==> src/cam_switch_config.svh <==
`ifndef CAM_SWITCH_CONFIG_SVH
`define CAM_SWITCH_CONFIG_SVH

// ************************************************************
// frame geometry, sets coordinate widths only
// ************************************************************
`define H_ACT 1280
`define V_ACT 720

// ************************************************************
// camera path
// ************************************************************
`define CAM_NUM 4     // camera 0 is the main stream
`define PIX_DELAY 5   // main stream delay stages
`define LANE_DEPTH 16 // must exceed PIX_DELAY plus camera skew

// key debounce, stable cycles per edge
`define KEY_TICK 5

`endif

==> src/video_pkg.sv <==
`default_nettype none

`include "cam_switch_config.svh"

package video_pkg;

    localparam int X_W   = $clog2(`H_ACT);
    localparam int Y_W   = $clog2(`V_ACT);
    localparam int CAM_W = (`CAM_NUM > 1) ? $clog2(`CAM_NUM) : 1;

    typedef struct packed {
        logic [7:0] r;
        logic [7:0] g;
        logic [7:0] b;
    } rgb_t;

    typedef struct packed {
        logic           hsync;
        logic           vsync;
        logic           de;
        rgb_t           rgb;
        logic [X_W-1:0] x;
        logic [Y_W-1:0] y;
    } pixel_t;

    typedef logic [CAM_W-1:0] cam_id_t;

    typedef enum logic [1:0] {
        KEY_IDLE,         // released and stable
        KEY_PRESS_WAIT,   // going high, not yet stable
        KEY_HELD,         // pressed and stable
        KEY_RELEASE_WAIT  // going low, not yet stable
    } key_state_t;

endpackage : video_pkg

`default_nettype wire
==> src/cam_lane.sv <==
`timescale 1ns/1ps
`default_nettype none

`include "cam_switch_config.svh"

module cam_lane #(
    parameter int LANE_ID = 1
) (
    input  logic               main_clk,
    input  logic               rstn,
    input  video_pkg::pixel_t  i_cam_pix,
    input  video_pkg::cam_id_t i_cam_sel,
    input  logic               i_rd_en,
    output video_pkg::rgb_t    o_rgb
);

    import video_pkg::*;

    localparam int            AW       = (`LANE_DEPTH > 1) ? $clog2(`LANE_DEPTH) : 1;
    localparam logic [AW-1:0] LAST_PTR = AW'(`LANE_DEPTH - 1);
    localparam logic [AW:0]   FULL_CNT = (AW + 1)'(`LANE_DEPTH);

    rgb_t          mem [`LANE_DEPTH];
    logic [AW-1:0] wr_ptr;
    logic [AW-1:0] rd_ptr;
    logic [AW:0]   count;
    logic          clear;
    logic          empty;
    logic          full;
    logic          wr_ok;
    logic          rd_ok;

    // ************************************************************
    // FIFO control
    // ************************************************************
    assign clear = i_cam_pix.vsync || (i_cam_sel != cam_id_t'(LANE_ID));
    assign empty = (count == '0);
    assign full  = (count == FULL_CNT);
    assign wr_ok = i_cam_pix.de && !full && !clear;   // full drops the word
    assign rd_ok = i_rd_en && !empty && !clear;

    always_ff @(posedge main_clk) begin
        if (wr_ok) begin
            mem[wr_ptr] <= i_cam_pix.rgb;
        end
    end

    always_ff @(posedge main_clk or negedge rstn) begin
        if (!rstn) begin
            wr_ptr <= '0;
            rd_ptr <= '0;
            count  <= '0;
        end else if (clear) begin
            wr_ptr <= '0;
            rd_ptr <= '0;
            count  <= '0;
        end else begin
            if (wr_ok) begin
                wr_ptr <= (wr_ptr == LAST_PTR) ? '0 : wr_ptr + 1'b1;
            end
            if (rd_ok) begin
                rd_ptr <= (rd_ptr == LAST_PTR) ? '0 : rd_ptr + 1'b1;
            end
            case ({wr_ok, rd_ok})
                2'b10:   count <= count + 1'b1;
                2'b01:   count <= count - 1'b1;
                default: count <= count;
            endcase
        end
    end

    // first word falls through, white when dry
    assign o_rgb = empty ? '1 : mem[rd_ptr];

endmodule : cam_lane

`default_nettype wire

==> src/cam_switch_top.sv <==
`timescale 1ns/1ps
`default_nettype none

`include "cam_switch_config.svh"

module cam_switch_top (
    input  logic              main_clk,
    input  logic              rstn,
    input  video_pkg::pixel_t i_cam_pix [`CAM_NUM],
    input  logic              i_key,
    output video_pkg::pixel_t o_pix
);

    import video_pkg::*;

    logic    toggle_stb;
    cam_id_t cam_sel;
    pixel_t  main_dly;
    rgb_t    lane_rgb [1:`CAM_NUM-1];

    // ************************************************************
    // camera selection
    // ************************************************************
    key_toggle u_key_toggle (
        .main_clk     (main_clk  ),
        .rstn         (rstn      ),
        .i_key        (i_key     ),
        .o_toggle_stb (toggle_stb)
    );

    frame_selector u_frame_selector (
        .main_clk      (main_clk          ),
        .rstn          (rstn              ),
        .i_toggle_stb  (toggle_stb        ),
        .i_main_vsync  (i_cam_pix[0].vsync),
        .o_cam_sel     (cam_sel           ),
        .o_frame_start (                  )
    );

    // ************************************************************
    // pixel path
    // ************************************************************
    pixel_delay u_pixel_delay (
        .main_clk (main_clk    ),
        .rstn     (rstn        ),
        .i_pix    (i_cam_pix[0]),
        .o_pix    (main_dly    )
    );

    for (genvar k = 1; k < `CAM_NUM; k++) begin : g_lane
        cam_lane #(
            .LANE_ID (k)
        ) u_cam_lane (
            .main_clk  (main_clk    ),
            .rstn      (rstn        ),
            .i_cam_pix (i_cam_pix[k]),
            .i_cam_sel (cam_sel     ),
            .i_rd_en   (main_dly.de ),   // drained in step with main
            .o_rgb     (lane_rgb[k] )
        );
    end

    output_mux u_output_mux (
        .main_clk   (main_clk),
        .rstn       (rstn    ),
        .i_main_pix (main_dly),
        .i_lane_rgb (lane_rgb),
        .i_cam_sel  (cam_sel ),
        .o_pix      (o_pix   )
    );

endmodule : cam_switch_top

`default_nettype wire

==> src/frame_selector.sv <==
`timescale 1ns/1ps
`default_nettype none

`include "cam_switch_config.svh"

module frame_selector (
    input  logic               main_clk,
    input  logic               rstn,
    input  logic               i_toggle_stb,
    input  logic               i_main_vsync,
    output video_pkg::cam_id_t o_cam_sel,
    output logic               o_frame_start
);

    import video_pkg::*;

    localparam cam_id_t LAST_CAM = cam_id_t'(`CAM_NUM - 1);

    logic    vsync_d1;
    logic    vsync_d2;
    cam_id_t pending;

    // second high cycle of vsync, once per frame
    assign o_frame_start = i_main_vsync && vsync_d1 && !vsync_d2;

    always_ff @(posedge main_clk or negedge rstn) begin
        if (!rstn) begin
            vsync_d1  <= 1'b0;
            vsync_d2  <= 1'b0;
            pending   <= '0;
            o_cam_sel <= '0;
        end else begin
            vsync_d1 <= i_main_vsync;
            vsync_d2 <= vsync_d1;
            if (i_toggle_stb) begin
                pending <= (pending == LAST_CAM) ? '0 : pending + 1'b1;
            end
            if (o_frame_start) begin
                o_cam_sel <= pending;   // never split a frame
            end
        end
    end

endmodule : frame_selector

`default_nettype wire

==> src/key_toggle.sv <==
`timescale 1ns/1ps
`default_nettype none

`include "cam_switch_config.svh"

module key_toggle (
    input  logic main_clk,
    input  logic rstn,
    input  logic i_key,
    output logic o_toggle_stb
);

    import video_pkg::*;

    localparam int              CNT_W    = $clog2(`KEY_TICK + 1);
    localparam logic [CNT_W-1:0] CNT_LAST = CNT_W'(`KEY_TICK - 1);

    key_state_t       state;
    logic [CNT_W-1:0] cnt;   // prior consecutive samples in the new level
    logic             stable_done;

    assign stable_done = (cnt == CNT_LAST);

    always_ff @(posedge main_clk or negedge rstn) begin
        if (!rstn) begin
            state        <= KEY_IDLE;
            cnt          <= '0;
            o_toggle_stb <= 1'b0;
        end else begin
            o_toggle_stb <= 1'b0;
            case (state)
                KEY_IDLE, KEY_PRESS_WAIT: begin
                    if (!i_key) begin
                        state <= KEY_IDLE;   // bounce, start over
                        cnt   <= '0;
                    end else if (stable_done) begin
                        state        <= KEY_HELD;
                        cnt          <= '0;
                        o_toggle_stb <= 1'b1;   // one step per press
                    end else begin
                        state <= KEY_PRESS_WAIT;
                        cnt   <= cnt + 1'b1;
                    end
                end
                KEY_HELD, KEY_RELEASE_WAIT: begin
                    if (i_key) begin
                        state <= KEY_HELD;
                        cnt   <= '0;
                    end else if (stable_done) begin
                        state <= KEY_IDLE;   // re-armed
                        cnt   <= '0;
                    end else begin
                        state <= KEY_RELEASE_WAIT;
                        cnt   <= cnt + 1'b1;
                    end
                end
                default: begin
                    state <= KEY_IDLE;
                    cnt   <= '0;
                end
            endcase
        end
    end

endmodule : key_toggle

`default_nettype wire

==> src/output_mux.sv <==
`timescale 1ns/1ps
`default_nettype none

`include "cam_switch_config.svh"

module output_mux (
    input  logic               main_clk,
    input  logic               rstn,
    input  video_pkg::pixel_t  i_main_pix,
    input  video_pkg::rgb_t    i_lane_rgb [1:`CAM_NUM-1],
    input  video_pkg::cam_id_t i_cam_sel,
    output video_pkg::pixel_t  o_pix
);

    import video_pkg::*;

    pixel_t pix_next;

    // timing always from the main camera
    always_comb begin
        pix_next = i_main_pix;
        if (i_cam_sel != '0) begin
            pix_next.rgb = i_lane_rgb[i_cam_sel];
        end
    end

    always_ff @(posedge main_clk or negedge rstn) begin
        if (!rstn) begin
            o_pix <= '0;
        end else begin
            o_pix <= pix_next;
        end
    end

endmodule : output_mux

`default_nettype wire

==> src/pixel_delay.sv <==
`timescale 1ns/1ps
`default_nettype none

`include "cam_switch_config.svh"

module pixel_delay (
    input  logic              main_clk,
    input  logic              rstn,
    input  video_pkg::pixel_t i_pix,
    output video_pkg::pixel_t o_pix
);

    import video_pkg::*;

    pixel_t pipe [`PIX_DELAY];

    always_ff @(posedge main_clk or negedge rstn) begin
        if (!rstn) begin
            for (int i = 0; i < `PIX_DELAY; i++) begin
                pipe[i] <= '0;
            end
        end else begin
            pipe[0] <= i_pix;
            for (int i = 1; i < `PIX_DELAY; i++) begin
                pipe[i] <= pipe[i-1];
            end
        end
    end

    // lanes fill while the main word is in flight
    assign o_pix = pipe[`PIX_DELAY-1];

endmodule : pixel_delay

`default_nettype wire

==> config.mk <==
export PLATFORM = sky130hd
export DESIGN_NAME = cam_switch_top
export DESIGN_NICKNAME = d
export VERILOG_FILES = /design/src/video_pkg.sv /design/src/cam_lane.sv /design/src/cam_switch_top.sv /design/src/frame_selector.sv /design/src/key_toggle.sv /design/src/output_mux.sv /design/src/pixel_delay.sv
export VERILOG_INCLUDE_DIRS = /design/src
export SDC_FILE = /design/constraint.sdc
export NUM_CORES = 1
export LEC_CHECK = 0
export BUFFER_PORTS_ARGS = -buffer_cell sky130_fd_sc_hd__buf_2
export CAP_MARGIN = 0
export CELL_PAD_IN_SITES_DETAIL_PLACEMENT = 1
export CELL_PAD_IN_SITES_GLOBAL_PLACEMENT = 1
export CORE_UTILIZATION = 54
export DETAILED_ROUTE_END_ITERATION = 10
export PLACE_DENSITY_LB_ADDON = 0.1
export SETUP_SLACK_MARGIN = 0.3
export SLEW_MARGIN = 20
export SYNTH_ARGS = -nofsm -noshare
export SYNTH_HDL_FRONTEND = slang
export SYNTH_SLANG_ARGS = --single-unit
export TNS_END_PERCENT = 10
==> constraint.sdc <==
create_clock -name main_clk -period 5.2 [get_ports main_clk]
set_input_delay 0.26 -clock main_clk [delete_from_list [all_inputs] [get_ports main_clk]]
set_output_delay 0.26 -clock main_clk [all_outputs]
set_load 0.02 [all_outputs]
# Word level (Yosys, flattened, before mapping)
# Memory sizes are Yosys's and may differ from the RTL's.
# Index checks and enable logic that the tools add are counted.
[classes]
addsub = 14
n_mul = 0
div = 0
magnitude_cmp = 1
eq_ne = 23
shifts = 0
n_mux = 50
bitwise = 1
n_reduce_logical = 43
[ops]
columns = ["cell", "n"]
rows = [
  ["$mux W24", 6],
  ["$mux W4", 18],
  ["$bmux W24 S2", 1],
  ["$pmux W5 S2", 3],
  ["$add A4 B1 Y4 const B", 6],
  ["$eq A4 B4 Y1 const B", 6],
  ["$add A5 B1 Y5 const B", 3],
  ["$eq A5 B5 Y1 const B", 3],
  ["$logic_not A5 Y1", 3],
  ["$mux W5", 3],
  ["$sub A5 B1 Y5 const B", 3],
  ["$logic_and A1 B1 Y1", 14],
  ["$reduce_bool A2 Y1", 7],
  ["$eq A2 B2 Y1 const B", 6],
  ["$logic_not A1 Y1", 10],
  ["$mux W2", 5],
  ["$mux W1", 9],
  ["$mux W3", 3],
  ["$reduce_bool A3 Y1", 3],
  ["$eq A2 B1 Y1 const B", 4],
  ["$pmux W3 S2", 1],
  ["$ne A2 B2 Y1 const B", 2],
  ["$pmux W2 S2", 1],
  ["$reduce_or A2 Y1", 2],
  ["other kinds (8)", 10],
]
[word_totals]
regBits = 337
latchBits = 0
ram_bits = 1152
romBits = 0
in_bits = 195
output_inout_bits = 48
elab_cells = 197
memories = 3
[mem_list]
columns = ["memory", "words", "word_bits", "rd", "rd_clocked_by_memory_dff", "wr", "line", "text"]
rows = [
  ["g_lane[1].u_cam_lane.mem", 16, 24, 1, 0, 1, "cam_lane.sv:23", "rgb_t mem [`LANE_DEPTH];"],
  ["g_lane[2].u_cam_lane.mem", 16, 24, 1, 0, 1, "cam_lane.sv:23", ""],
  ["g_lane[3].u_cam_lane.mem", 16, 24, 1, 0, 1, "cam_lane.sv:23", ""],
]

# Logic depth before layout (Yosys ltp)
[depth]
ltp_word = 7
ltp_mapped = 16
depth_no_buf = 12

# Cells and area by module
# A second synthesis with hierarchy kept.
[hier_totals]
hier_cells = 2467
area_unflattened_um2 = 55553.3
[modules_own_cells]
columns = ["module", "n_inst", "cells_per_inst", "area_per_inst_um2", "seq_area_each_um2"]
rows = [
  ["cam_lane (g_lane[3].u_cam_lane)", 1, 691, 15655.0, 11856.4],
  ["cam_lane (g_lane[1].u_cam_lane)", 1, 689, 15633.7, 11856.4],
  ["cam_lane (g_lane[2].u_cam_lane)", 1, 689, 15606.2, 11856.4],
  ["pixel_delay", 1, 288, 6366.1, 6005.8],
  ["output_mux", 1, 78, 1823.0, 1201.2],
  ["frame_selector", 1, 14, 242.7, 150.1],
  ["key_toggle", 1, 18, 226.5, 125.1],
]

# Least setup slack after synthesis
# OpenSTA, ideal clock, no wires.
[synth_path]
kind = "register to register"
startpoint = "register g_lane[3].u_cam_lane.count[2]"
endpoint = "memory g_lane[3].u_cam_lane.mem[3][0] (netlist name) (enable)"
setup_time_ps = 435
arrival_ps = 3138
required_ps = 4765
slack_ps = 1627
path_stages_with_launch = 7
synth_period_minus_slack_ps = 3573
cell_sequence = "dfrtp_1 > clkbuf_1 > nor4_1 > a21boi_1 > nor2b_1 > nand2_1 > nor3_1"
[synth_via]
elab_chain_cells = 6
[synth_lines]
columns = ["element", "line", "text"]
rows = [
  ["from (decl)", "cam_lane.sv:26", "logic [AW:0] count;"],
  ["from (signal assigned)", "cam_lane.sv:65", "2'b10: count <= count + 1'b1;"],
  ["from (signal assigned)", "cam_lane.sv:66", "2'b01: count <= count - 1'b1;"],
  ["from (signal assigned)", "cam_lane.sv:67", "default: count <= count;"],
  ["$eq A5 B5 Y1", "cam_lane.sv:38", "assign full = (count == FULL_CNT);"],
  ["$logic_not A1 Y1", "cam_lane.sv:39", "assign wr_ok = i_cam_pix.de && !full && !clear;"],
  ["$logic_and A1 B1 Y1 (2 in series)", "cam_lane.sv:39", ""],
  ["$mux W1", "cam_lane.sv:43", "if (wr_ok) begin"],
  ["$mux W1 (not written as such)", "cam_lane.sv:44", "mem[wr_ptr] <= i_cam_pix.rgb;"],
  ["to (decl)", "cam_lane.sv:23", ""],
]
# No other way between the ends.

# Final worst setup path
[layout_path]
startpoint = "register g_lane[3].u_cam_lane.count[1]"
endpoint = "register g_lane[3].u_cam_lane.count[4]"
[layout_via]
elab_chain_cells = 7
[layout_lines]
columns = ["element", "line", "text"]
rows = [
  ["$eq A5 B5 Y1 or $logic_not A5 Y1 (tied branches)", "cam_lane.sv:38, cam_lane.sv:37", ""],
  ["$logic_not A1 Y1, on equally long branches", "cam_lane.sv:39, cam_lane.sv:40", ""],
  ["$logic_and A1 B1 Y1, on equally long branches (2 in series)", "cam_lane.sv:39, cam_lane.sv:40", ""],
  ["$eq A2 B1 Y1 or $eq A2 B2 Y1 (tied branches)", "cam_lane.sv:64", "case ({wr_ok, rd_ok})"],
  ["$pmux W5 S2", "cam_lane.sv:64", ""],
  ["$mux W5", "cam_lane.sv:53", "end else if (clear) begin"],
]
# Several ways; a longest one is shown, not always the timed one.
# A chain may end at the register's enable or synchronous reset.

==> run metrics <==
Post-CTS Hold Buffers 124; R2R Setup Slk 1420 ps; initial core utilization 54.6%; CTS buffer count 149; worst-margin pin slew 1300 ps; Yosys top cell by area edfxtp_1; Port-buffer cells 176; pin count of the biggest net entering global routing 124; die width 321 um; EDFF count, synth 1,152; final period utilization 72.7%; synth cell count leaders 1,152 x edfxtp_1, 336 x dfrtp_1, 275 x mux4_2; global route overflow 0; post-CTS setup buffer count 0; Leak 21.3 nW; Area after DPL 0.0577 mm2; Post-synth ARST share 22.6%; Critical Path Start Type register; GRT Total Usage 26.6%; Final ANT Viol Nets 0; core region area 0.100 mm2; share of the synthesized area in the top cell type 63.1%; setup TNS 0 ps; die area 0.103 mm2; skew final 21.3 ps; Vias 27,100; first-pass GRT wire length 196,000 um; CP endpoint kind register; Rel. slew slack 12.1%; number of global-route vias before repair 29,600; final wirelength 133,000 um; Worst path slowest cell nor4_1; DRC viols 0; Worst-Skew Late Latency 750 ps; Primary FF master, synth edfxtp_1; area delta synth->final 16.5%; Max Fclk 265 MHz; max-slew violations 0; Finish-stage setup viols 0; DRT iter0 DRCs 2,328; cell with the most instances after synthesis edfxtp_1; library cells used by synthesis 58; Pre-antenna DRT Iters 5; VDD IR max 0.374 mV; post-layout min period 3780 ps; final instance area 0.0638 mm2; endpoint arrival time on the critical path 4440 ps; TritonCTS clock tree built; yosys warns 0; Fillers 8,189; CP max stage delay 790 ps; crit path cell chain nor4_1 > a21boi_1 > nor2b_1 > inv_1 > ha_1 > xor2_1 > ha_1 > o211ai_1 > a21oi_1 > a31oi_1 > or3_1 > a21oi_1; cell area after synthesis 0.0548 mm2; RSZ-0062 raised after global routing false; Mapped Avg Cell Area 20.9 um2; clk sink count 1,488; I/O Pins 243; PD cells 395 mW/mm2; initial antenna violation count 7; Req. time, crit path 5860 ps; post-synthesis cell count 2,624; clock slew at reported path FFs 60 ps; Final GP Congestion 0.779; H-tree levels 4; register bit total from synthesis 1,488; Hold Violations, Final 0; Crit Path Class register to register; nets@finish 3,257; FP Rows 116; worst-case clock buffer depth 3; Wirelength per Cell 29.5 um; outcome complete, no violations; Hold Path Class input port to register; syn nets 2,849; DR vias/cell 6.02; DIE HEIGHT 321 um; Critical Path Fanout Max 8; share of cells above drive strength 1 28.5%; Seq/Total Area, Yosys 78.5%; Max Cap Violations 0; largest cells by area after synthesis edfxtp_1 63%, dfrtp_1 15%, mux4_2 11%; Root Driver clkbuf_16; CP bufs+invs 1; hpwl dp 77,500 um; critical path's top delay family simple AND/OR/NAND/NOR gates; Resized Gates After CTS 0
## routing by layer
| metal | GRT usage (%) | vias up | wire length [um] |
|---|---|---|---|
| li1 | - | 11400 | - |
| met1 | 36.1 | 14700 | 54000 |
| met2 | 44.9 | 888 | 68200 |
| met3 | 4.33 | 202 | 7790 |
| met4 | 7.86 | 6 | 3120 |
| met5 | 0 | - | 37 |
## layout make-up
| type | instances | area [um2] | area share, % |
|---|---|---|---|
| Clock inverter | 50 | 502 | 0.786 |
| Antenna cell | 2 | 5.00 | 0.00784 |
| Multi-Input combinational cell | 982 | 11300 | 17.6 |
| Inverter | 19 | 71.3 | 0.112 |
| Sequential cell | 1488 | 43000 | 67.4 |
| Clock buffer | 216 | 4370 | 6.85 |
| Tap cell | 1357 | 1700 | 2.66 |
| Timing Repair Buffer | 392 | 2910 | 4.56 |
## power breakdown
group	switching, mW	internal (mW)	leakage, nW
Combinational	0.906	0.431	4.56
Sequential	0.149	13.1	14.3
Clock	4.34	6.32	2.39
Total	5.39	19.9	21.3
## worst reg2reg max path: cells and delay by family (launching register included)
family | cells | cell delay, ps
XOR/XNOR | 1 | 180
flip-flops | 1 | 450
buffers and inverters | 1 | 130
AND/OR/NAND/NOR | 3 | 1400
adder cells (fa/ha/maj) | 2 | 580
AO/OA/AOI/OAI | 5 | 950
## stage by stage
step                      setup slack (ps)  std cells  hold slack [ps]  util (%)  total power [mW]
after floorplan                       1630       2624            -35.6         -              14.0
after global placement                1660       4113              309      57.5              14.7
after detailed placement              1520       4113              318      57.5              14.7
after CTS                             1460       4503             2.06      63.6              25.4
after global routing                  1110       4506             66.0      63.7              25.9
final                                 1420       4506             58.2      63.7              25.2
## cells by family (layout without fill, tap and decap cells)
logic type	Yosys count	in the layout	share of synthesized area (%)
AOI/OAI and AO/OA	216	216	2.84
xor gates and xnor gates	17	17	0.272
adders and majority gates	30	30	0.685
buffers and inverters	154	677	1.29
DFF	1488	1488	78.5
muxes	399	399	13.7
other	0	2	0
and+or+nand+nor	320	320	2.71
## path summary, 6_finish.rpt
path	start	endpoint	cells past startpoint
hold / removal	i_cam_pix[141]	g_lane[1].u_cam_lane.wr_ptr[0]$_DFFE_PN0P_	4
min in group asynchronous	rstn	g_lane[2].u_cam_lane.wr_ptr[0]$_DFFE_PN0P_	2
setup / recovery	g_lane[3].u_cam_lane.count[1]$_DFFE_PN0P_	g_lane[3].u_cam_lane.count[4]$_DFFE_PN0P_	12
setup reg to reg	g_lane[3].u_cam_lane.count[1]$_DFFE_PN0P_	g_lane[3].u_cam_lane.count[4]$_DFFE_PN0P_	12
max in group asynchronous	rstn	u_pixel_delay.pipe[97]$_DFF_PN0_	3
hold reg to reg	u_pixel_delay.pipe[237]$_DFF_PN0_	u_pixel_delay.pipe[189]$_DFF_PN0_	0
## cells in the final DEF (no fill, tap or decap), types with 12 or more instances in the layout
| master | instances |
|---|---|
| buf_2 | 175 |
| clkinv_1 | 13 |
| nand2_1 | 82 |
| o2111ai_1 | 12 |
| o21ai_0 | 13 |
| inv_1 | 19 |
| a221oi_1 | 14 |
| dlygate4sd3_1 | 124 |
| nor2_2 | 37 |
| clkbuf_16 | 161 |
| clkinv_2 | 21 |
| or3_1 | 14 |
| clkbuf_8 | 13 |
| a2111oi_0 | 13 |
| dfrtp_1 | 326 |
| edfxtp_1 | 1152 |
| xor2_1 | 15 |
| nor2b_1 | 19 |
| mux4_2 | 275 |
| mux2_2 | 73 |
| o22ai_1 | 30 |
| buf_4 | 85 |
| a21oi_1 | 43 |
| nand2b_1 | 30 |
| mux2i_1 | 51 |
| ha_1 | 30 |
| nor2_1 | 83 |
| clkbuf_1 | 40 |
| a32o_1 | 14 |
## state kept, by name (all words and copies together), names as in the netlist
signal / count
g_lane.u_cam_lane.rd_ptr: 12
g_lane.u_cam_lane.mem: 1152
u_pixel_delay.pipe: 192
g_lane.u_cam_lane.count: 15
u_key_toggle.o_toggle_stb: 1
u_key_toggle.state: 1
u_frame_selector.o_cam_sel: 2
u_frame_selector.pending: 2
u_output_mux.o_pix: 48
u_key_toggle.cnt: 3
g_lane.u_cam_lane.wr_ptr: 12
u_pixel_delay.o_pix: 48
No activity file was read; power rests on OpenSTA's default activity.
